## config.mk

```make
export PLATFORM = sky130hd
export DESIGN_NAME = cacheTagArray
export DESIGN_NICKNAME = d
export VERILOG_FILES = /design/src/rtl/cachePkg.sv /design/src/rtl/cacheTagArray.sv
export SDC_FILE = /design/constraint.sdc
export NUM_CORES = 1
export LEC_CHECK = 0
export BUFFER_PORTS_ARGS = -buffer_cell sky130_fd_sc_hd__buf_4
export CAP_MARGIN = 25
export CORE_ASPECT_RATIO = 1.1
export CORE_MARGIN = 2
export CORE_UTILIZATION = 50
export DETAILED_ROUTE_END_ITERATION = 6
export PLACE_DENSITY = 0.65
export SYNTH_ARGS = -nofsm -noshare
export SYNTH_HDL_FRONTEND = slang
export SYNTH_SLANG_ARGS = --single-unit
```

## constraint.sdc

```tcl
create_clock -name clk -period 4.77 [get_ports clk]
set_input_delay 0.2385 -clock clk [delete_from_list [all_inputs] [get_ports clk]]
set_output_delay 0.2385 -clock clk [all_outputs]
set_load 0.01 [all_outputs]
```

## src/rtl/cachePkg.sv

```systemverilog
`default_nettype none

package cachePkg;

	////////////////////////////////////////
	// address layout and geometry
	////////////////////////////////////////

	localparam int AddrWidth = 16;
	localparam int WordWidth = 16;
	localparam int NumLines = 128;
	localparam int WordsPerLine = 8;

	// byte address split: tag | index | word select | byte
	localparam int WordSelWidth = 3;
	localparam int IndexWidth = 7;
	localparam int TagWidth = 5;
	localparam int WordSelLsb = 1;
	localparam int IndexLsb = WordSelLsb + WordSelWidth;
	localparam int TagLsb = IndexLsb + IndexWidth;

	// main memory holds one word per even byte address
	localparam int MemWords = 2 ** (AddrWidth - 1);
	// cycles from read command to returned data
	localparam int MemReadLatency = 4;

	////////////////////////////////////////
	// bundles between blocks
	////////////////////////////////////////

	// requester command, write data ignored on reads
	typedef struct packed {
		logic write;
		logic [AddrWidth-1:0] addr;
		logic [WordWidth-1:0] wdata;
	} cacheReqT;

	// main memory command, one per cycle at most
	typedef struct packed {
		logic en;
		logic write;
		logic [AddrWidth-1:0] addr;
		logic [WordWidth-1:0] data;
	} memCmdT;

	// main memory read return
	typedef struct packed {
		logic valid;
		logic [WordWidth-1:0] data;
	} memRespT;

	// data array port, word addressed by line and word select
	typedef struct packed {
		logic rdEn;
		logic wrEn;
		logic [IndexWidth-1:0] index;
		logic [WordSelWidth-1:0] wordSel;
		logic [WordWidth-1:0] data;
	} dataCmdT;

	// fill FSM: fetch issues and collects, drain only collects
	typedef enum logic [1:0] {
		FillIdle,
		FillFetch,
		FillDrain
	} fillStateT;

endpackage

`default_nettype wire

```

## src/rtl/cacheTagArray.sv

```systemverilog
`default_nettype none

module cacheTagArray
	import cachePkg::*;
(
	input wire logic clk,
	input wire logic rst,
	// address of the request currently held at the front end
	input wire logic [AddrWidth-1:0] lookupAddr,
	// install tag of lookupAddr and mark the line valid
	input wire logic tagWrite,
	output logic hit
);

	// one valid bit per line, kept as a vector so reset is a single clear
	logic [NumLines-1:0] validBits;
	// tag storage, only meaningful where the valid bit is set
	logic [TagWidth-1:0] tagMem [NumLines];

	logic [IndexWidth-1:0] index;
	logic [TagWidth-1:0] tag;

	////////////////////////////////////////
	// address fields
	////////////////////////////////////////

	assign index = lookupAddr[TagLsb-1:IndexLsb];
	assign tag = lookupAddr[AddrWidth-1:TagLsb];

	////////////////////////////////////////
	// storage
	////////////////////////////////////////

	// every line starts invalid after reset
	always_ff @(posedge clk) begin
		if (rst) begin
			validBits <= '0;
		end else if (tagWrite) begin
			validBits[index] <= 1'b1;
		end
	end

	// tag written together with the valid bit at the end of a fill
	always_ff @(posedge clk) begin
		if (tagWrite) begin
			tagMem[index] <= tag;
		end
	end

	////////////////////////////////////////
	// lookup
	////////////////////////////////////////

	// same-cycle compare of the indexed line
	assign hit = validBits[index] && (tagMem[index] == tag);

endmodule

`default_nettype wire

```

Word level (Yosys, flattened, before mapping)
Memory sizes are Yosys's and may differ from the RTL's.
Cells that the tools add are included.
Storage, ports and cells
  register bits: 128
  bits in writable memories: 640
  input bits: 19
  output and inout bits: 1
  logic and storage cells: 14
  memories: 1
Operators by class
  magnitude comparators: 2
  equal/unequal tests: 1
  multiplexer cells: 6
  bitwise logic cells: 1
  reduce and logical (&&, ||, !) cells: 2
Memories
  tagMem: words 128, width 5, rd ports 1, clocked after Yosys merged registers in 0, wr ports 1, RTL line cacheTagArray.sv:18  | logic [TagWidth-1:0] tagMem [NumLines];
Operator list (count)
  128-bit bitwise OR: 1
  7-bit by 8-bit less-than comparator with 1-bit output, second input constant: 1
  1-bit binary-select mux with 7-bit select: 1
  1-bit demux with 7-bit select: 1
  7-bit by 1-bit greater-or-equal comparator with 1-bit output, second input constant: 1
  5-bit equality test: 1
  1-bit two-way mux: 4
  1-bit logical AND: 2

Logic depth before layout (Yosys ltp)
  word-level depth: 5
  mapped depth: 14
  mapped depth without buffers: 8

Least setup slack after synthesis
No wires, ideal clock.
  path type: in2out
  start: input lookupAddr[4]
  end: output hit
  arrival time: 2.294 ns
  required time: 4.532 ns
  setup slack: 2.238 ns
  cell stages on the path: 12
  path buffers: 5
  path through: buf_6 > buf_12 > buf_6 > buf_6 > buf_6 > mux2_2 > a221oi_1 > o21ai_0 > nand4_1 > nand4_1 > xor2_1 > nor4_2
Between the ends
  cells in the longest elaborated chain, start to end: 3
  elaborated cells between the ends (all ways): 5
  classes of those cells: eq/ne (1); mux (2); reduce/logical (1); memory (1)
RTL lines
  start, declared: RTL line cacheTagArray.sv:9  | input wire logic [AddrWidth-1:0] lookupAddr,
  memory 128 x 5 bit or 1-bit binary-select mux with 7-bit select (tied branches)
  5-bit equality test or 1-bit two-way mux (tied branches): RTL line cacheTagArray.sv:55  | assign hit = validBits[index] && (tagMem[index] == tag);
  1-bit logical AND (*): RTL line cacheTagArray.sv:55
  end, declared: RTL line cacheTagArray.sv:12  | output logic hit
Mark *: on every way between the ends. The rest lies on a longest branch, timed or not. The select of a mux whose other input is x is not followed.

Worst setup path after layout
Ends and elaborated chain as after synthesis.

==> impl_results.md <==
* Status: finished, final reports clean
* Hold WC Path Type: primary input to flip-flop
* Total nets after synthesis at 1923
* Slew at the pin closest to its max-slew limit at 1105 ps
* Setup-failing EPs final at 0
* WS Path Type: primary input to primary output
* Core Util, Final at 56.55%
* Placement Rows at 94
* Post_cts resized at 0
* Fillers at 4544
* Vias at 17.32k
* Final WL at 77.76 mm
* Total global routing overflow at 0
* Final Cell Area at 33860 um2
* Post-synth EDFFs at 640
* Placed Instances at 2631
* Worst path required time at 4530 ps
* Die width at 238.8 um
* Fin. Hold Viols at 0
* Setup bufs post-CTS at 0
* Commonest cells after routing, fill and taps aside: edfxtp_1, nor2_1, mux2i_1
* H-Tree Depth at 3
* Share of cells above drive strength 1 at 15.72%
* Routed Antenna Nets at 0
* Yosys top cell by area: edfxtp_1
* Crit path max fanout at 80
* Mux cell area share after synthesis at 13.37%
* DRC Markers at 0
* CP arrival at 3830 ps
* Pin count of the biggest net entering global routing at 94
* Vias in the first global route at 17.19k
* Synth Area in Adders at 0%
* Cts bufs inserted at 76
* Clock transition at path regs at 60 ps
* Core area at 59860 um2
* Area Overhead vs Synth at 11.65%
* Peak Freq at 245.6 MHz
* # diodes at 0
* Compound-gate portion of the synthesized area at 5.104%
* Clock latency on the worst-skew pair at 620 ps
* Post-Syn Instances at 1904
* Worst slew margin at 26.13%
* Drt pass-1 iters at 6
* Clock buffer depth at 3
* DR vias/cell at 6.233
* Top post-synthesis cells by area: edfxtp_1, dfxtp_1, mux4_2
* Avg Cell Area, Syn at 15.93 um2
* Final period util at 85.36%
* First-pass GRT wire length at 114.1 mm
* Post-synth top area share at 63.38%
* Port Buffers at 15
* Ys flop type: edfxtp_1
* Final Skew at 0 ps
* Max Cap Viol at 0
* Yosys warnings at 0
* Crit path launch type: primary input
* IO Pins at 20
* Leakage power at 0.01119 uW
* PwrDens at 417.1 nW/um2
* Synth cell types at 63
* CTS Sinks at 768
* CP endpoint kind: primary output
* Overall Global Routing Usage at 25.05%
* Commonest non-fill, non-tap cell in the layout: edfxtp_1
* RSZ-0062 raised after global routing: no
* Final HPWL DP at 48.40 mm
* Initial DRC Count at 2135
* Seq cells post-synth at 768
* Xor and xnor area share after synthesis at 0.1155%
* Fin cells at 2778
* Placed Instance Area at 31220 um2
* Die area at 62630 um2
* CTS root buf: clkbuf_16
* Synth Area in Simple Gates at 7.093%
* Main combinational cell family by area after synthesis: multiplexers
* Ys async rst share at 0%
* Hold WS at 120.2 ps
* Post-Syn Area at 30320 um2
* Layout Nets at 1965
* RD Place Congestion at 0.8673
* # hold bufs at CTS at 1
* Max Slew Vio Count at 0
* CTS tree: done
* Die height at 262.3 um
* Worst IR Drop VDD at 339.2 uV
* Antenna violations before repair at 0
* Routed len/inst at 27.99 um
* Crit path time final at 4072 ps
* Fin Setup TNS at 0 ps
* Seq/Total Area, Yosys at 71.83%
* Initial Utilization at 50.65%
## path summary, 6_finish.rpt
check / startpoint / end / slack [ps] / depth (start not counted)
min reg2reg: validBits[80] / validBits[80] / 470 / 2
min: lookupAddr[12] / tagMem[106][1] / 120 / 1
max reg2reg: validBits[3] / validBits[3] / 4120 / 2
max: lookupAddr[4] / hit / 700 / 11
## worst max-delay path, stage by stage
cell      delay (ps)
buf_8            630
buf_12           280
nor2b_1          490
buf_4            290
a22o_1           160
a21oi_1           60
a221oi_1         460
a311o_1          230
a32oi_1          100
nor4_2           570
buf_4            220
## registers in the layout, summed over array words and instances (netlist names)
| name | count |
|---|---|
| tagMem | 640 |
| validBits | 128 |
## layout make-up
class / count / area (um2) / area share (%)
well taps: 768 / 960.9 / 2.838
inverters: 3 / 11.26 / 0.03326
clock inverters: 31 / 277.8 / 0.8205
clock buffers: 111 / 2291 / 6.767
flip-flops and latches: 768 / 21780 / 64.34
multi-input cells: 1017 / 7800 / 23.04
repair buffers: 80 / 733.2 / 2.166
## per-stage QoR
stage,power [uW],worst slack (ps)
finish,14120,698.3
floorplan,7850,2238
global placement,8150,816.3
global route,14460,543.8
CTS,14170,817.2
detailed placement,8160,825.6
## where the power goes
group          total [uW]  leakage (uW)  switching, uW  internal, uW
Sequential           7290       0.00678           7.01          7280
Combinational         742       0.00315            507           235
Clock                6090       0.00126           2530          3560
## Yosys cell counts, types with 5 or more instances
cell type	number
a21oi_1	24
o22a_1	9
nor2b_1	10
nand3_1	15
nor3_1	11
mux4_2	93
a22oi_1	40
dfxtp_1	128
a221oi_1	40
mux2_2	17
buf_6	20
clkbuf_1	48
buf_1	9
o21ai_0	28
mux4_1	7
nand2_1	60
a221o_1	7
o2bb2ai_1	9
a31oi_1	12
edfxtp_1	640
o211ai_1	5
buf_2	17
buf_4	16
mux2i_1	156
nand4_1	11
nor2_1	398
nand2b_1	7
## cells by family after synthesis
logic type | count (synthesis)
multiplexers | 275
AND/OR/NAND/NOR | 529
flip-flops | 768
buffers and inverters | 119
XOR/XNOR | 4
AO/OA/AOI/OAI | 209
## per-layer routing
layer / track usage, % / vias to the layer above / share of wire [%]
met5: 0 / - / 0
met2: 39.18 / 863 / 47
met3: 4.798 / 191 / 8.6
met1: 34.27 / 8849 / 40
met4: 11.37 / 0 / 4.4
li1: - / 7413 / -
Note: power is estimated with default switching activity, not from simulation.
