==> config.mk <==
export PLATFORM = sky130hd
export DESIGN_NAME = cacheFillCtrl
export DESIGN_NICKNAME = d
export VERILOG_FILES = /design/src/rtl/cachePkg.sv /design/src/rtl/cacheFillCtrl.sv
export SDC_FILE = /design/constraint.sdc
export NUM_CORES = 1
export LEC_CHECK = 0
export BUFFER_PORTS_ARGS = -buffer_cell sky130_fd_sc_hd__buf_2
export CORE_MARGIN = 5
export CORE_UTILIZATION = 31
export DETAILED_ROUTE_END_ITERATION = 10
export GPL_TIMING_DRIVEN = 0
export PLACE_DENSITY = 0.78
export SLEW_MARGIN = 20
export SYNTH_ARGS = -nofsm -noshare
export SYNTH_HDL_FRONTEND = slang
export SYNTH_SLANG_ARGS = --single-unit
==> constraint.sdc <==
create_clock -name clk -period 1.05 [get_ports clk]
set_input_delay 0.105 -clock clk [delete_from_list [all_inputs] [get_ports clk]]
set_output_delay 0.105 -clock clk [all_outputs]
set_load 0.02 [all_outputs]
==> src/rtl/cachePkg.sv <==
`default_nettype none

package cachePkg;

	////////////////////////////////////////
	// address layout and geometry
	////////////////////////////////////////

	localparam int AddrWidth = 16;
	localparam int WordWidth = 16;
	localparam int NumLines = 128;
	localparam int WordsPerLine = 8;

	// byte address split: tag | index | word select | byte
	localparam int WordSelWidth = 3;
	localparam int IndexWidth = 7;
	localparam int TagWidth = 5;
	localparam int WordSelLsb = 1;
	localparam int IndexLsb = WordSelLsb + WordSelWidth;
	localparam int TagLsb = IndexLsb + IndexWidth;

	// main memory holds one word per even byte address
	localparam int MemWords = 2 ** (AddrWidth - 1);
	// cycles from read command to returned data
	localparam int MemReadLatency = 4;

	////////////////////////////////////////
	// bundles between blocks
	////////////////////////////////////////

	// requester command, write data ignored on reads
	typedef struct packed {
		logic write;
		logic [AddrWidth-1:0] addr;
		logic [WordWidth-1:0] wdata;
	} cacheReqT;

	// main memory command, one per cycle at most
	typedef struct packed {
		logic en;
		logic write;
		logic [AddrWidth-1:0] addr;
		logic [WordWidth-1:0] data;
	} memCmdT;

	// main memory read return
	typedef struct packed {
		logic valid;
		logic [WordWidth-1:0] data;
	} memRespT;

	// data array port, word addressed by line and word select
	typedef struct packed {
		logic rdEn;
		logic wrEn;
		logic [IndexWidth-1:0] index;
		logic [WordSelWidth-1:0] wordSel;
		logic [WordWidth-1:0] data;
	} dataCmdT;

	// fill FSM: fetch issues and collects, drain only collects
	typedef enum logic [1:0] {
		FillIdle,
		FillFetch,
		FillDrain
	} fillStateT;

endpackage

`default_nettype wire

==> src/rtl/cacheFillCtrl.sv <==
`default_nettype none

module cacheFillCtrl
	import cachePkg::*;
(
	input wire logic clk,
	input wire logic rst,
	// requester handshake
	input wire logic reqValid,
	input wire cacheReqT req,
	output logic reqReady,
	// tag array
	input wire logic hit,
	output logic tagWrite,
	// data array and memory sides
	output dataCmdT dataCmd,
	output memCmdT memCmd,
	input wire memRespT memResp
);

	fillStateT state;
	fillStateT stateNext;

	// word of the line to request next
	logic [WordSelWidth-1:0] issueCnt;
	// word of the line the next return belongs to
	logic [WordSelWidth-1:0] retCnt;

	logic [IndexWidth-1:0] reqIndex;
	logic [WordSelWidth-1:0] reqWordSel;
	logic readMiss;
	logic accept;
	logic lastIssue;
	logic lastReturn;

	////////////////////////////////////////
	// request decode and handshake
	////////////////////////////////////////

	assign reqIndex = req.addr[TagLsb-1:IndexLsb];
	assign reqWordSel = req.addr[IndexLsb-1:WordSelLsb];

	// a read miss is held back until its line is in place
	assign readMiss = reqValid && !req.write && !hit;
	assign reqReady = (state == FillIdle) && !readMiss;
	assign accept = reqValid && reqReady;

	assign lastIssue = (issueCnt == WordSelWidth'(WordsPerLine - 1));
	assign lastReturn = memResp.valid && (retCnt == WordSelWidth'(WordsPerLine - 1));

	////////////////////////////////////////
	// fill FSM
	////////////////////////////////////////

	always_ff @(posedge clk) begin
		if (rst) begin
			state <= FillIdle;
		end else begin
			state <= stateNext;
		end
	end

	always_comb begin
		stateNext = state;
		tagWrite = 1'b0;
		case (state)
			FillIdle: begin
				if (readMiss) begin
					stateNext = FillFetch;
				end
			end
			// one read per cycle until word 7 has gone out
			FillFetch: begin
				if (lastIssue) begin
					stateNext = FillDrain;
				end
			end
			// tag goes in with the last word, held read hits next cycle
			FillDrain: begin
				if (lastReturn) begin
					stateNext = FillIdle;
					tagWrite = 1'b1;
				end
			end
			default: begin
				stateNext = FillIdle;
			end
		endcase
	end

	// both counters wrap back to zero after eight steps
	always_ff @(posedge clk) begin
		if (rst || state == FillIdle) begin
			issueCnt <= '0;
			retCnt <= '0;
		end else begin
			if (state == FillFetch) begin
				issueCnt <= issueCnt + 1'b1;
			end
			if (memResp.valid) begin
				retCnt <= retCnt + 1'b1;
			end
		end
	end

	////////////////////////////////////////
	// command steering
	////////////////////////////////////////

	always_comb begin
		memCmd = '0;
		dataCmd = '0;
		dataCmd.index = reqIndex;
		dataCmd.wordSel = reqWordSel;
		dataCmd.data = req.wdata;
		case (state)
			FillIdle: begin
				// write-through, memory sees every accepted write
				memCmd.en = accept && req.write;
				memCmd.write = req.write;
				memCmd.addr = req.addr;
				memCmd.data = req.wdata;
				// cache copy only updated on a hit, no allocate on write miss
				dataCmd.wrEn = accept && req.write && hit;
				dataCmd.rdEn = accept && !req.write;
			end
			FillFetch: begin
				// line base of the held request plus issue counter
				memCmd.en = 1'b1;
				memCmd.addr = {req.addr[AddrWidth-1:IndexLsb], issueCnt,
					{WordSelLsb{1'b0}}};
			end
			default: begin
				memCmd.en = 1'b0;
			end
		endcase
		// returns may arrive in fetch as well as in drain
		if (state != FillIdle) begin
			dataCmd.wrEn = memResp.valid;
			dataCmd.wordSel = retCnt;
			dataCmd.data = memResp.data;
		end
	end

endmodule

`default_nettype wire

After elaboration in Yosys (flattened, before gate mapping)
Cells that the tools add are included.
W data, S select, Z words.
{ "totals": {"reg_bits": 8, "latchBits": 0, "mem_bits_rw": 0, "mem_bits_ro": 0, "inputBits": 54, "out_inout_bits": 64, "wordCells": 40, "n_memories": 0} }
{ "classes": {"add_sub_neg": 2, "mul": 0, "div": 0, "magnitude_cmp": 0, "eq_ne": 7, "shift": 0, "mux": 13, "n_bitwise": 0, "reduce_logical": 15} }
{ "op_table": {"columns": ["op", "count"], "rows": [
  ["$pmux W16 S2", 1],
  ["$mux W19", 1],
  ["$mux W16", 1],
  ["$logic_and A1 B1 Y1", 8],
  ["$mux W2", 4],
  ["$add A3 B1 Y3 const B", 2],
  ["$eq A3 B3 Y1 const B", 2],
  ["$ne A2 B2 Y1 const B", 3],
  ["$pmux W2 S3", 1],
  ["$mux W1", 4],
  ["$logic_not A1 Y1", 3],
  ["$reduce_and A3 Y1", 1],
  ["$eq A2 B1 Y1 const B", 1],
  ["$eq A2 B2 Y1 const B", 1],
  ["$logic_not A2 Y1", 1],
  ["$pmux W1 S2", 1],
  ["$reduce_bool A2 Y1", 1],
  ["$logic_or A1 B1 Y1", 1]
]} }

Logic depth before layout (Yosys ltp)
Gate-level depths: netlist of the first run.
{ "logic_depth": {"depth_word": 10, "ltp_mapped": 5, "mapped_depth_nobuf": 5} }

Least setup slack after synthesis of the first run
OpenSTA, ideal clock, no wires.
{ "synth_path": {"kind": "register to output", "from": "register retCnt[0]", "to": "output tagWrite", "t_arrival_ns": 1.229, "t_required_ns": 0.945, "setup_slack_ns": -0.284, "path_stages_with_launch": 5, "n_path_buf": 0, "path_cell_list": "dfxtp_1 -> ha_1 -> ha_1 -> nand2_1 -> nor3b_1"} }
{ "synth_via": {"elab_chain_cells": 4} }
{ "synth_lines": {"columns": ["element", "line_no", "rtl"], "rows": [
  ["from (decl)", "cacheFillCtrl.sv:27", "logic [WordSelWidth-1:0] retCnt;"],
  ["from (signal assigned)", "cacheFillCtrl.sv:101", "retCnt <= retCnt + 1'b1;"],
  ["$eq A3 B3 Y1", "cacheFillCtrl.sv:49", "assign lastReturn = memResp.valid && (retCnt == WordSelWidth'(WordsPerLine - 1));"],
  ["$logic_and A1 B1 Y1", "cacheFillCtrl.sv:49", null],
  ["$mux W1", "cacheFillCtrl.sv:80", "if (lastReturn) begin"],
  ["$mux W1", "cacheFillCtrl.sv:66", "case (state)"],
  ["to (decl)", "cacheFillCtrl.sv:14", "output logic tagWrite,"]
]} }
No other way between the ends.

==> results.md, run 1 <==
- Status: complete, but fails checks
- Violated checks: setup timing
- DP Cell Count: ~280
- Initial core utilization: 0.317
- Crit share post-route: 1.52
- IO Count: 118
- # DRC: 0
- # setup viols final: 63
- Inserted Diodes: 0
- Area Growth Syn to Fin: 150%
- Fmax: about 0.63 GHz
- Vias in the first global route: 1400
- Pre-CTS WS: -0.345 ns
- Most frequent cell on the critical path: buf_12
- GPL Wtd Cong: between 0.7 and 0.8
- Yosys reg bits: 8
- RSZ-0062 raised after global routing: true
- Overall routing resource usage: 0.183
- Core area: about 3300 um^2
- Rel. slew slack: 0.665
- Most common cell after layout, fill and taps aside: buf_6
- Final Non-Filler Cells: just over 300
- Site row count: 21
- WP data arrival: 1.49 ns
- Cts bufs inserted: 3
- Starting DRT DRC Count: 34
- CTS Sinks: 8
- Largest net degree at the start of global routing: 11
- Max Cap Viol: 0
- WP data required: 0.94 ns
- Mapped cell area: 1040 um^2
- Horiz. Die Dim: ~68 um
- IO Port Bufs: around 120
- Design Area, Final: around 2600 um^2
- Worst ir drop on vdd: 0.000515 V
- Library cells used by synthesis: 27
- Number of max-slew violations in the final report: 0
- Clock tree buffer depth: 2
- Yosys warnings: 0
- Via-to-Cell Ratio: 4.66
- Leakage power: around 1.3 nW
- WL/cell: about 18 um
- GRT Residual Overflow: 0
- Register area share after synthesis: 0.154
- Routed vias: 1407
- CP max FO: 5
- Pwr Density: around 660 nW/um^2
- Layout cells sized above 1: 0.887
- Crit-path cells: nor2_4 -> buf_12 -> buf_12 -> mux2_4 -> buf_6
- Setup ws final: -0.547 ns
- Hold crit path type: in -> reg
- Final Skew: roughly 0.0061 ns
- Slew @ Worst Pin: between 0.5 and 0.6 ns
- DIE AREA: ~4600 um^2
- Final Total Pwr: between 1.5 and 2 mW
- Cell area after placement: approximately 1700 um^2
- CTS tree: yes
- TritonRoute pass-1 iters: 4
- Most frequent cells in the layout: buf_6 (60), buf_2 (58), buf_4 (23), mux2_4 (19), and2_4 (12)
- Global-route wire length before repair: ~6400 um
- Register-to-Register Path Depth: 6
- Post-Syn Nets: between 150 and 200
- CP endpoint kind: primary output
- CP max stage cell: dfxtp_4
- Critical Setup Path Class: reg -> out
- DP Wirelength: roughly 3000 um
- Clk_lat worst skew: around 0.26 ns
- Die height: about 68 um
- Final setup TNS: -24.43 ns
- Fin crit period: around 1.6 ns
- H-tree depth: 1
- Startpoint Class: flip-flop
- Mean post-synth cell area: 9.04 um^2
- Clk slew on worst S/H paths: approximately 0.05 ns
- Cell count after synthesis: 115
- Crit-path max cell delay: 0.35 ns
- Routed Antenna Nets: 0
- Drt total wl: approximately 5300 um
- Nets: roughly 320
- Final hold vios: 0
- Hold path cells: 2
- Root buffer cell: clkbuf_4
- Initial antenna violation count: 0
## metrics by stage
step | hold slack [ns] | utilization
finish | 0.279 | 0.791
floorplan | 0.323 | -
CTS | 0.254 | 0.693
detailed placement | 0.479 | 0.526
global route | 0.297 | 0.791
global placement | 0.468 | 0.526
## critical path, delay by kind of cell, from the launching register on
kind,cells,cell delay (ns)
buf+inv,3,0.41
flops,1,0.35
mux,1,0.31
simple gates,1,0.17
## cells by family after synthesis
kind of cell    after synthesis  synth area share
compound gates                8            0.0638
xor+xnor                      1           0.00843
fa+ha+maj                     4            0.0481
buf+inv                      18             0.113
flops                         8             0.154
mux                          24             0.315
simple gates                 52             0.297
## Yosys cell counts
library cell | number | area share
nor2_4 | 1 | 0.011
nor2_1 | 5 | 0.018
o31a_1 | 1 | 0.0084
nand3b_1 | 4 | 0.029
buf_6 | 2 | 0.022
clkbuf_2 | 1 | 0.0048
mux2i_1 | 5 | 0.048
xnor2_1 | 1 | 0.0084
nor3b_1 | 1 | 0.0072
nor3_1 | 3 | 0.014
buf_2 | 3 | 0.014
buf_4 | 8 | 0.058
and4b_1 | 1 | 0.0096
nand2_1 | 6 | 0.022
buf_1 | 1 | 0.0036
nand4_1 | 1 | 0.0060
a21oi_1 | 5 | 0.024
clkbuf_1 | 2 | 0.0072
mux2_4 | 17 | 0.25
dfxtp_1 | 8 | 0.15
mux2_2 | 2 | 0.022
and2_1 | 18 | 0.11
o21ai_0 | 1 | 0.0048
inv_2 | 1 | 0.0036
ha_1 | 4 | 0.048
nor2b_1 | 12 | 0.072
a2111oi_4 | 1 | 0.026
## path summary, 6_finish.rpt
path	startpoint	endpoint	slack (ns)
worst max-delay path	state[0]	dataCmd[11]	-0.55
worst max register to register	state[0]	state[0]	-0.24
worst min register to register	issueCnt[1]	issueCnt[1]	0.50
worst min-delay path	rst	state[1]	0.28
## flip-flops by register name (all words and copies together) (netlist names)
signal / flops
issueCnt: 3
retCnt: 3
state: 2
## repair_timing
| action | in CTS | in global routing |
|---|---|---|
| hold buffers | 0 | 0 |
| endpoints found under the setup margin | 63 | 64 |
| gates cloned | 2 | 3 |
| pin swaps | 9 | 11 |
| endpoints found under the hold margin | 0 | 0 |
| buffers inserted | 13 | 9 |
| resized for setup | 128 | 58 |
## final cells by class
type | count | area, um^2
plain buffers | 14 | 145
clock buffers | 3 | 22.5
fillers | 183 | 687
inverters | 1 | 3.75
multi-input cells | 89 | 962
flip-flops and latches | 8 | 173
well taps | 46 | 57.6
repair buffers | 141 | 1230
## where the power goes
group	leakage [nW]	internal, mW	total [mW]	switching, mW
Combinational	1.26	0.646	1.17	0.520
Sequential	0.0682	0.305	0.310	0.00504
Clock	0.0138	0.131	0.245	0.113
Total	1.34	1.08	1.72	0.639
## per-layer routing
metal | global-route usage | wire [um]
met5 | 0 | 0
met4 | 0.0521 | 169
met3 | 0.0509 | 547
met2 | 0.362 | 2820
met1 | 0.183 | 1750
No activity file was read; power rests on OpenSTA's default activity.
==> inputs of run 2 (changes only) <==
--- a/config.mk
+++ b/config.mk
@@ -10,7 +10,7 @@
 export CORE_UTILIZATION = 31
 export DETAILED_ROUTE_END_ITERATION = 10
 export GPL_TIMING_DRIVEN = 0
-export PLACE_DENSITY = 0.78
+export PLACE_DENSITY = 0.76
 export SLEW_MARGIN = 20
 export SYNTH_ARGS = -nofsm -noshare
 export SYNTH_HDL_FRONTEND = slang
==> constraint.sdc (replaced) <==
create_clock -name clk -period 1.05 [get_ports clk]
set_input_delay 0.105 -clock clk [delete_from_list [all_inputs] [get_ports clk]]
set_output_delay 0.105 -clock clk [all_outputs]
set_load 0.05 [all_outputs]
==> results.md, run 2 (synthesis results as in run 1) <==
- CP endpoint kind: primary output (unchanged)
- CTS Sinks: 8 (unchanged)
- GPL Wtd Cong: 0.680 (was 0.750)
- Rel. slew slack: 0.621 (was 0.665)
- Horiz. Die Dim: 67.9 um (unchanged)
- Sw Ratio: 0.471 (was 0.371)
- Site row count: 21 (unchanged)
- TritonRoute pass-1 iters: 6 (was 4)
- Startpoint Class: flip-flop (unchanged)
- Nets: 309 (was 316)
- CP max FO: 5 (unchanged)
- IO Port Bufs: 115 (unchanged)
- Util after Layout: 0.857 (was 0.791)
- Largest regs: issueCnt (3), retCnt (3), state (2) (unchanged)
- Hold crit path type: in -> reg (unchanged)
- WL/cell: 20.8 um (was 17.5 um)
- Fmax: 0.594 GHz (was 0.626 GHz)
- Internal power: 1.20 mW (was 1.08 mW)
- Logic pwr share: 0.753 (was 0.677)
- Max Cap Viol: 0 (unchanged)
- Design Area, Final: 2810 um^2 (was 2600 um^2)
- DIE AREA: 4610 um^2 (unchanged)
- WP data required: 0.94 ns (about the same)
- Initial core utilization: 0.317 (unchanged)
- Area Growth Syn to Fin: 171% (was 150%)
- DP Wirelength: 3130 um (was 3040 um)
- Core area: 3280 um^2 (unchanged)
- Critical Setup Path Class: reg -> out (unchanged)
- Vias in the first global route: 1412 (was 1400)
- Clk_lat worst skew: 0.27 ns (was 0.26 ns)
- Seq pwr share: 0.137 (was 0.180)
- CTS tree: yes (unchanged)
- Final Skew: 0.00501 ns (was 0.00611 ns)
- CTS Hold Bufs: 0 (unchanged)
- Fin crit period: 1.68 ns (was 1.60 ns)
- Cell area after placement: 1950 um^2 (was 1730 um^2)
- Drt total wl: 6140 um (was 5290 um)
- Clock power frac: 0.110 (was 0.142)
- Most common cell after layout, fill and taps aside: buf_2 (was buf_6)
- Starting DRT DRC Count: 71 (was 34)
- Die height: 67.9 um (unchanged)
- H-tree depth: 1 (unchanged)
- Overall routing resource usage: 0.231 (was 0.183)
- Hold_ws: 0.298 ns (was 0.279 ns)
- Number of max-slew violations in the final report: 0 (unchanged)
- Slew @ Worst Pin: 0.569 ns (was 0.503 ns)
- Cts bufs inserted: 3 (unchanged)
- Worst ir drop on vdd: 0.000855 V (was 0.000515 V)
- Final hold vios: 0 (unchanged)
- Pwr Density: 809 nW/um^2 (was 662 nW/um^2)
- # DRC: 0 (unchanged)
- Initial antenna violation count: 0 (unchanged)
- Violated checks: setup timing (unchanged)
- WP data arrival: 1.58 ns (was 1.49 ns)
- Routed vias: 1472 (was 1407)
- GRT Residual Overflow: 0 (unchanged)
- Layout cells sized above 1: 0.912 (was 0.887)
- Crit share post-route: 1.60 (was 1.52)
- Leakage power: 1.42 nW (was 1.34 nW)
- IO Count: 118 (unchanged)
- Via-to-Cell Ratio: 4.99 (was 4.66)
- Global-route wire length before repair: 7820 um (was 6430 um)
- Clk slew on worst S/H paths: 0.06 ns (was 0.05 ns)
- Clock tree buffer depth: 2 (unchanged)
- Setup ws final: -0.632 ns (was -0.547 ns)
- Inserted Diodes: 0 (unchanged)
- Root buffer cell: clkbuf_4 (unchanged)
- Status: complete, but fails checks (unchanged)
- Most frequent cells in the layout: buf_2 (58), buf_6 (35), buf_8 (34), mux2_4 (19), and2_4 (17) (was buf_6 (60), buf_2 (58), buf_4 (23), mux2_4 (19), and2_4 (12))
- Largest net degree at the start of global routing: 11 (unchanged)
- Switch Pwr: 1.07 mW (was 0.639 mW)
- # setup viols final: 62 (was 63)
- RSZ-0062 raised after global routing: true (unchanged)
- Routed Antenna Nets: 0 (unchanged)
==> run 2: critical path: stages (launching register included) <==
cell     delay, ns
dfxtp_4       0.37
nor2_4        0.19
buf_6         0.15
buf_8         0.12
mux2_4        0.32
buf_8         0.15
==> run 2: layer usage <==
layer | global-route usage | vias up | share of wire
met5 | 0 | - | 0
li1 | - | 658 | -
met4 | 0.0893 | 0 | 0.030
met1 | 0.251 | 709 | 0.36
met2 | 0.430 | 87 | 0.52
met3 | 0.0525 | 18 | 0.085
==> run 2: area by class of cell <==
cell class / instances / area, um^2
Clock buffer: 3 / 22.5
Timing Repair Buffer: 132 / 1290
Tap cell: 46 / 57.6
Multi-Input combinational cell: 89 / 1080
Fill cell: 150 / 470
Buffer: 16 / 186
Inverter: 1 / 3.75
Sequential cell: 8 / 175
==> run 2: path summary, 6_finish.rpt <==
path	from	endpoint	slack, ns	depth (start not counted)
setup / recovery	state[0]	dataCmd[6]	-0.63	5
hold / removal	rst	issueCnt[1]	0.30	2
setup reg to reg	state[0]	state[0]	-0.27	7
hold reg to reg	state[0]	state[0]	0.48	1
==> run 2: repair_timing <==
action / CTS / global route
endpoints found under the setup margin: 61 / 65
gates cloned: 4 / 1
hold endpoints to repair: 0 / 0
setup buffers: 10 / 3
pin swaps: 2 / 4
resized for setup: 164 / 25
==> run 2: power groups by stage <==
stage	logic, mW	registers, mW	clock network (mW)
after floorplan	0.955	0.322	0
after global placement	1.23	0.323	0
after detailed placement	1.24	0.323	0
after CTS	1.62	0.315	0.244
after global routing	1.77	0.311	0.267
final	1.71	0.311	0.251
==> run 2: per-stage QoR <==
stage	setup WS, ns	power (mW)	TNS [ns]	instances
2_1_floorplan	-0.210	1.28	-7.05	115
3_3_place_gp	-0.469	1.55	-16.99	276
3_5_place_dp	-0.469	1.56	-17.17	276
4_1_cts	-0.606	2.18	-26.78	293
5_1_grt	-0.681	2.34	-29.82	295
6_report	-0.632	2.28	-27.09	295
==> inputs of run 3 (changes only) <==
--- a/config.mk
+++ b/config.mk
@@ -5,12 +5,12 @@
 export SDC_FILE = /design/constraint.sdc
 export NUM_CORES = 1
 export LEC_CHECK = 0
+export ABC_AREA = 1
 export BUFFER_PORTS_ARGS = -buffer_cell sky130_fd_sc_hd__buf_2
-export CORE_MARGIN = 5
-export CORE_UTILIZATION = 31
+export CORE_UTILIZATION = 29
 export DETAILED_ROUTE_END_ITERATION = 10
 export GPL_TIMING_DRIVEN = 0
-export PLACE_DENSITY = 0.76
+export PLACE_DENSITY = 0.74
 export SLEW_MARGIN = 20
 export SYNTH_ARGS = -nofsm -noshare
 export SYNTH_HDL_FRONTEND = slang
==> results.md, run 3 <==
- Status: aborted with a tool error (was complete, but fails checks)
- Failed at: 5_1_grt
- First Err: [ERROR DPL-0038] Utilization greater than 100%, impossible to legalize
- Area leader, netlist: nand2_1 (was mux2_4)
- WEP type: output port
- Site row count: 20 (was 21)
- CTS Sinks: 8 (unchanged)
- Mean post-synth cell area: 5.36 um^2 (was 9.04 um^2)
- DP Wirelength: 2980 um (was 3130 um)
- Initial antenna violation count: 2
- Initial core utilization: 0.311 (was 0.317)
- EDFF count, synth: 0 (unchanged)
- Root buffer cell: clkbuf_4 (unchanged)
- Top post-synthesis cells by area: nand2_1 (27%), dfxtp_1 (17%), inv_1 (15%) (was mux2_4 (25%), dfxtp_1 (15%), and2_1 (11%))
- Horiz. Die Dim: 59.7 um (was 67.9 um)
- H-tree depth: 1 (unchanged)
- Yosys warnings: 0 (unchanged)
- Cell count after synthesis: 180 (was 115)
- Top cells by instance count after synthesis: nand2_1 (70), inv_1 (38), nor2_1 (22) (was and2_1 (18), mux2_4 (17), nor2b_1 (12))
- Clock tree buffer depth: 2 (unchanged)
- GRT worst endpoint: memCmd[12]
- Asr flop ratio synth: 0 (unchanged)
- Most common cell in the netlist: nand2_1 (was and2_1)
- IO Port Bufs: 117 (was 115)
- Synth top area share: 0.272 (was 0.245)
- CTS Hold Bufs: 0 (unchanged)
- Mapped cell area: 965 um^2 (was 1040 um^2)
- Library cells used by synthesis: 19 (was 27)
- IO Count: 118 (unchanged)
- Die height: 59.7 um (was 67.9 um)
- Yosys reg bits: 8 (unchanged)
- GPL Wtd Cong: 0.751 (was 0.680)
- Post-Syn Nets: 238 (was 173)
- Register area share after synthesis: 0.166 (was 0.154)
- Largest net degree at the start of global routing: 11
- Cell area after placement: 2090 um^2 (was 1950 um^2)
- Top FF cell, synth: dfxtp_1 (unchanged)
- Cts bufs inserted: 3 (unchanged)
run 3: cell count changes after synthesis, sizes merged, moves of 2 or more:
| cell | previous run | this run |
|---|---|---|
| mux2 | 19 | 0 |
| nor2b | 12 | 0 |
| and2 | 18 | 0 |
| clkbuf | 3 | 0 |
| nand3 | 0 | 3 |
| nand2 | 6 | 72 |
| nand3b | 4 | 1 |
| nor2 | 6 | 26 |
| a21oi | 5 | 0 |
| nor3 | 3 | 1 |
| mux2i | 5 | 0 |
| inv | 1 | 41 |
| o21ai | 1 | 9 |
run 3: through the flow:
stage / worst slack (ns) / setup TNS, ns / hold slack, ns / std cells / util
4_1_cts: -0.451 / -23.05 / 0.129 / 358 / 0.913
3_5_place_dp: -0.402 / -15.19 / 0.397 / 341 / 0.673
3_3_place_gp: -0.391 / -14.62 / 0.398 / 341 / 0.673
2_1_floorplan: -0.260 / -6.36 / 0.241 / 180 / -
run 3: repair_timing:
item                       4_1_cts
buffers inserted                13
pin swaps                        9
resized for setup              184
cloned                           1
setup endpoints to repair       60
run 3: cells by family after synthesis:
group,Yosys count,share of synthesized area
AOI/OAI and AO/OA,10,0.0532
xor gates and xnor gates,1,0.00908
adders and majority gates,4,0.0519
buffers and inverters,54,0.274
DFF,8,0.166
and+or+nand+nor,103,0.446
==> inputs of run 4 (changes only) <==
--- a/config.mk
+++ b/config.mk
@@ -7,10 +7,10 @@
 export LEC_CHECK = 0
 export ABC_AREA = 1
 export BUFFER_PORTS_ARGS = -buffer_cell sky130_fd_sc_hd__buf_2
-export CORE_UTILIZATION = 29
+export CORE_UTILIZATION = 25
 export DETAILED_ROUTE_END_ITERATION = 10
 export GPL_TIMING_DRIVEN = 0
-export PLACE_DENSITY = 0.74
+export PLACE_DENSITY_LB_ADDON = 0.15
 export SLEW_MARGIN = 20
 export SYNTH_ARGS = -nofsm -noshare
 export SYNTH_HDL_FRONTEND = slang
==> constraint.sdc (replaced) <==
create_clock -name clk -period 1.4 [get_ports clk]
set_input_delay 0.14 -clock clk [delete_from_list [all_inputs] [get_ports clk]]
set_output_delay 0.14 -clock clk [all_outputs]
set_load 0.05 [all_outputs]
==> results.md, run 4 <==
- Root buffer cell: clkbuf_8 (was clkbuf_4)
- Hold path cells: 4
- Area Growth Syn to Fin: 158%
- RSZ-0062 raised after global routing: true
- Yosys reg bits: 8 (unchanged)
- Crit-path max cell delay: about 0.36 ns
- EDFF count, synth: 0 (unchanged)
- Site row count: 22 (was 20)
- Startpoint Class: flip-flop
- Top cells by instance count after synthesis: nand2_1 (70), inv_1 (38), nor2_1 (22) (unchanged)
- Final hold vios: 0
- Yosys warnings: 0 (unchanged)
- # setup viols final: 31
- Library cells used by synthesis: 19 (unchanged)
- Layout cells sized above 1: 0.713
- Crit share post-route: 1.04
- Synth top area share: 0.272 (unchanged)
- Top post-synthesis cells by area: nand2_1 (27%), dfxtp_1 (17%), inv_1 (15%) (unchanged)
- Cell count after synthesis: 180 (unchanged)
- CTS tree: yes
- Worst Hold Endpoint: state[0]
- Clk slew on worst S/H paths: ~0.040 ns
- Largest net degree at the start of global routing: 11
- Slew @ Worst Pin: ~0.25 ns
- Overall routing resource usage: 0.174
- H-tree depth: 1 (unchanged)
- Mean post-synth cell area: 5.36 um^2 (unchanged)
- Register-to-Register Path Depth: 8
- IO Port Bufs: 117 (unchanged)
- CTS Sinks: 8 (unchanged)
- Number of max-slew violations in the final report: 0
- Routed Antenna Nets: 0
- Most frequent cell on the critical path: buf_6
- WP data arrival: roughly 1.3 ns
- CP max FO: 5
- CP endpoint kind: primary output
- Nets: between 300 and 400
- Most common cell in the netlist: nand2_1 (unchanged)
- Final Skew: ~0.0017 ns
- CP max stage cell: dfxtp_4
- TritonRoute pass-1 iters: 4
- Initial core utilization: 0.262 (was 0.311)
- Via-to-Cell Ratio: around 4.3
- Mapped cell area: 965 um^2 (unchanged)
- Hold_sp: rst
- Setup ws final: -0.0557 ns
- Fmax: 0.687 GHz
- # DRC: 0
- Post-Syn Nets: 238 (unchanged)
- Util after Layout: 0.675
- Inserted Diodes: 0
- WP data required: around 1.3 ns
- DIE AREA: just over 4000 um^2
- Largest regs: issueCnt (3), retCnt (3), state (2)
- DP Cell Count: 345 (was 341)
- Clock tree buffer depth: 2 (unchanged)
- Worst reg2reg endpoint: state[0]
- Die height: 64.1 um (was 59.7 um)
- Drt total wl: between 4000 and 5000 um
- Register area share after synthesis: 0.166 (unchanged)
- Area leader, netlist: nand2_1 (unchanged)
- Reg2Reg Launch Point: retCnt[0]
- Rel. slew slack: 0.833
- Asr flop ratio synth: 0 (unchanged)
- Critical Setup Path Class: reg -> out
- Starting DRT DRC Count: 19
- Core area: approximately 3700 um^2
- Hold crit path type: in -> reg
- Clk_lat worst skew: 0.23 ns
- GPL Wtd Cong: 0.715 (was 0.751)
- Violated checks: setup timing
- Horiz. Die Dim: 64.1 um (was 59.7 um)
- Fin crit period: roughly 1.5 ns
- Most common cell after layout, fill and taps aside: buf_2
- Routed vias: 1545
- IO Count: 118 (unchanged)
- CTS Hold Bufs: 0 (unchanged)
- GRT Residual Overflow: 0
- # fillers: 313
- Cts bufs inserted: 3 (unchanged)
- Most frequent cells in the layout: buf_2 (62), nand2_1 (29), nand2_2 (29), buf_8 (29), buf_4 (28)
- Max Cap Viol: 0
- Final Non-Filler Cells: 362
- R2R Setup Slk: between 0.15 and 0.2 ns
- Top FF cell, synth: dfxtp_1 (unchanged)
- Status: complete, but fails checks (was aborted with a tool error)
- WL/cell: ~12 um
- Crit-path cells: nor2_4 -> buf_6 -> nand2_2 -> inv_1 -> buf_6
- DP Wirelength: 2640 um (was 2980 um)
- Global-route wire length before repair: roughly 5600 um
- Vias in the first global route: approximately 1300
- Initial antenna violation count: 0
## run 4: cell counts after synthesis
No cell type changed its count.
## run 4: timing repair
item,CTS,global route
buffers inserted,3,9
resized for setup,105,120
pin swaps,1,23
hold endpoints to repair,0,0
cloned,1,3
endpoints found under the setup margin,45,54
## run 4: worst max-delay path by stage
| stage | from | to | slack [ns] | depth (start not counted) |
|---|---|---|---|---|
| 6_report | state[0] | memCmd[14] | -0.06 | 5 |
| 5_1_grt | state[0] | memCmd[14] | -0.11 | 5 |
| 2_1_floorplan | state[1] | dataCmd[16] | -0.17 | 5 |
| 3_5_place_dp | state[0] | dataCmd[11] | 0.04 | 6 |
| 4_1_cts | state[1] | memCmd[17] | -0.10 | 6 |
| 3_3_place_gp | state[0] | dataCmd[12] | 0.03 | 6 |
## run 4: final cells by class
type | instances | area, um^2 | share of cell area
Buffer | 11 | 101 | 0.0407
Clock buffer | 3 | 41.3 | 0.0166
Inverter | 41 | 161 | 0.0648
Multi-Input combinational cell | 118 | 806 | 0.324
Sequential cell | 8 | 170 | 0.0683
Tap cell | 48 | 60.1 | 0.0241
Timing Repair Buffer | 133 | 1150 | 0.462
## run 4: cell families after synthesis
logic type,share of synthesized area
simple gates,0.446
buf+inv,0.274
compound gates,0.0532
flops,0.166
fa+ha+maj,0.0519
xor+xnor,0.00908
## run 4: layer usage
layer / track usage / vias up / part of all wire
met3: 0.0607 / 8 / 0.077
met1: 0.178 / 681 / 0.36
met4: 0.0417 / 0 / 0.019
met5: 0 / - / 0
li1: - / 780 / -
met2: 0.332 / 76 / 0.54
## run 4: stage by stage
step / hold slack (ns) / setup slack, ns / cell area, um^2 / setup TNS, ns
floorplan: 0.283 / -0.172 / 992 / -0.383
global placement: 0.456 / 0.0318 / 1640 / 0
detailed placement: 0.454 / 0.0416 / 1640 / 0
CTS: 0.202 / -0.102 / 2020 / -2.25
global route: 0.222 / -0.109 / 2490 / -2.34
finish: 0.206 / -0.0557 / 2490 / -0.835
## run 4: worst max-delay path, delay by kind of cell (launching register included)
kind | cells | cell delay (ns)
buf+inv | 3 | 0.42
simple gates | 2 | 0.31
flops | 1 | 0.36
Power of run 4 is not shown: default switching activity piles up to over one toggle a cycle in this logic, so the estimate is an artifact.
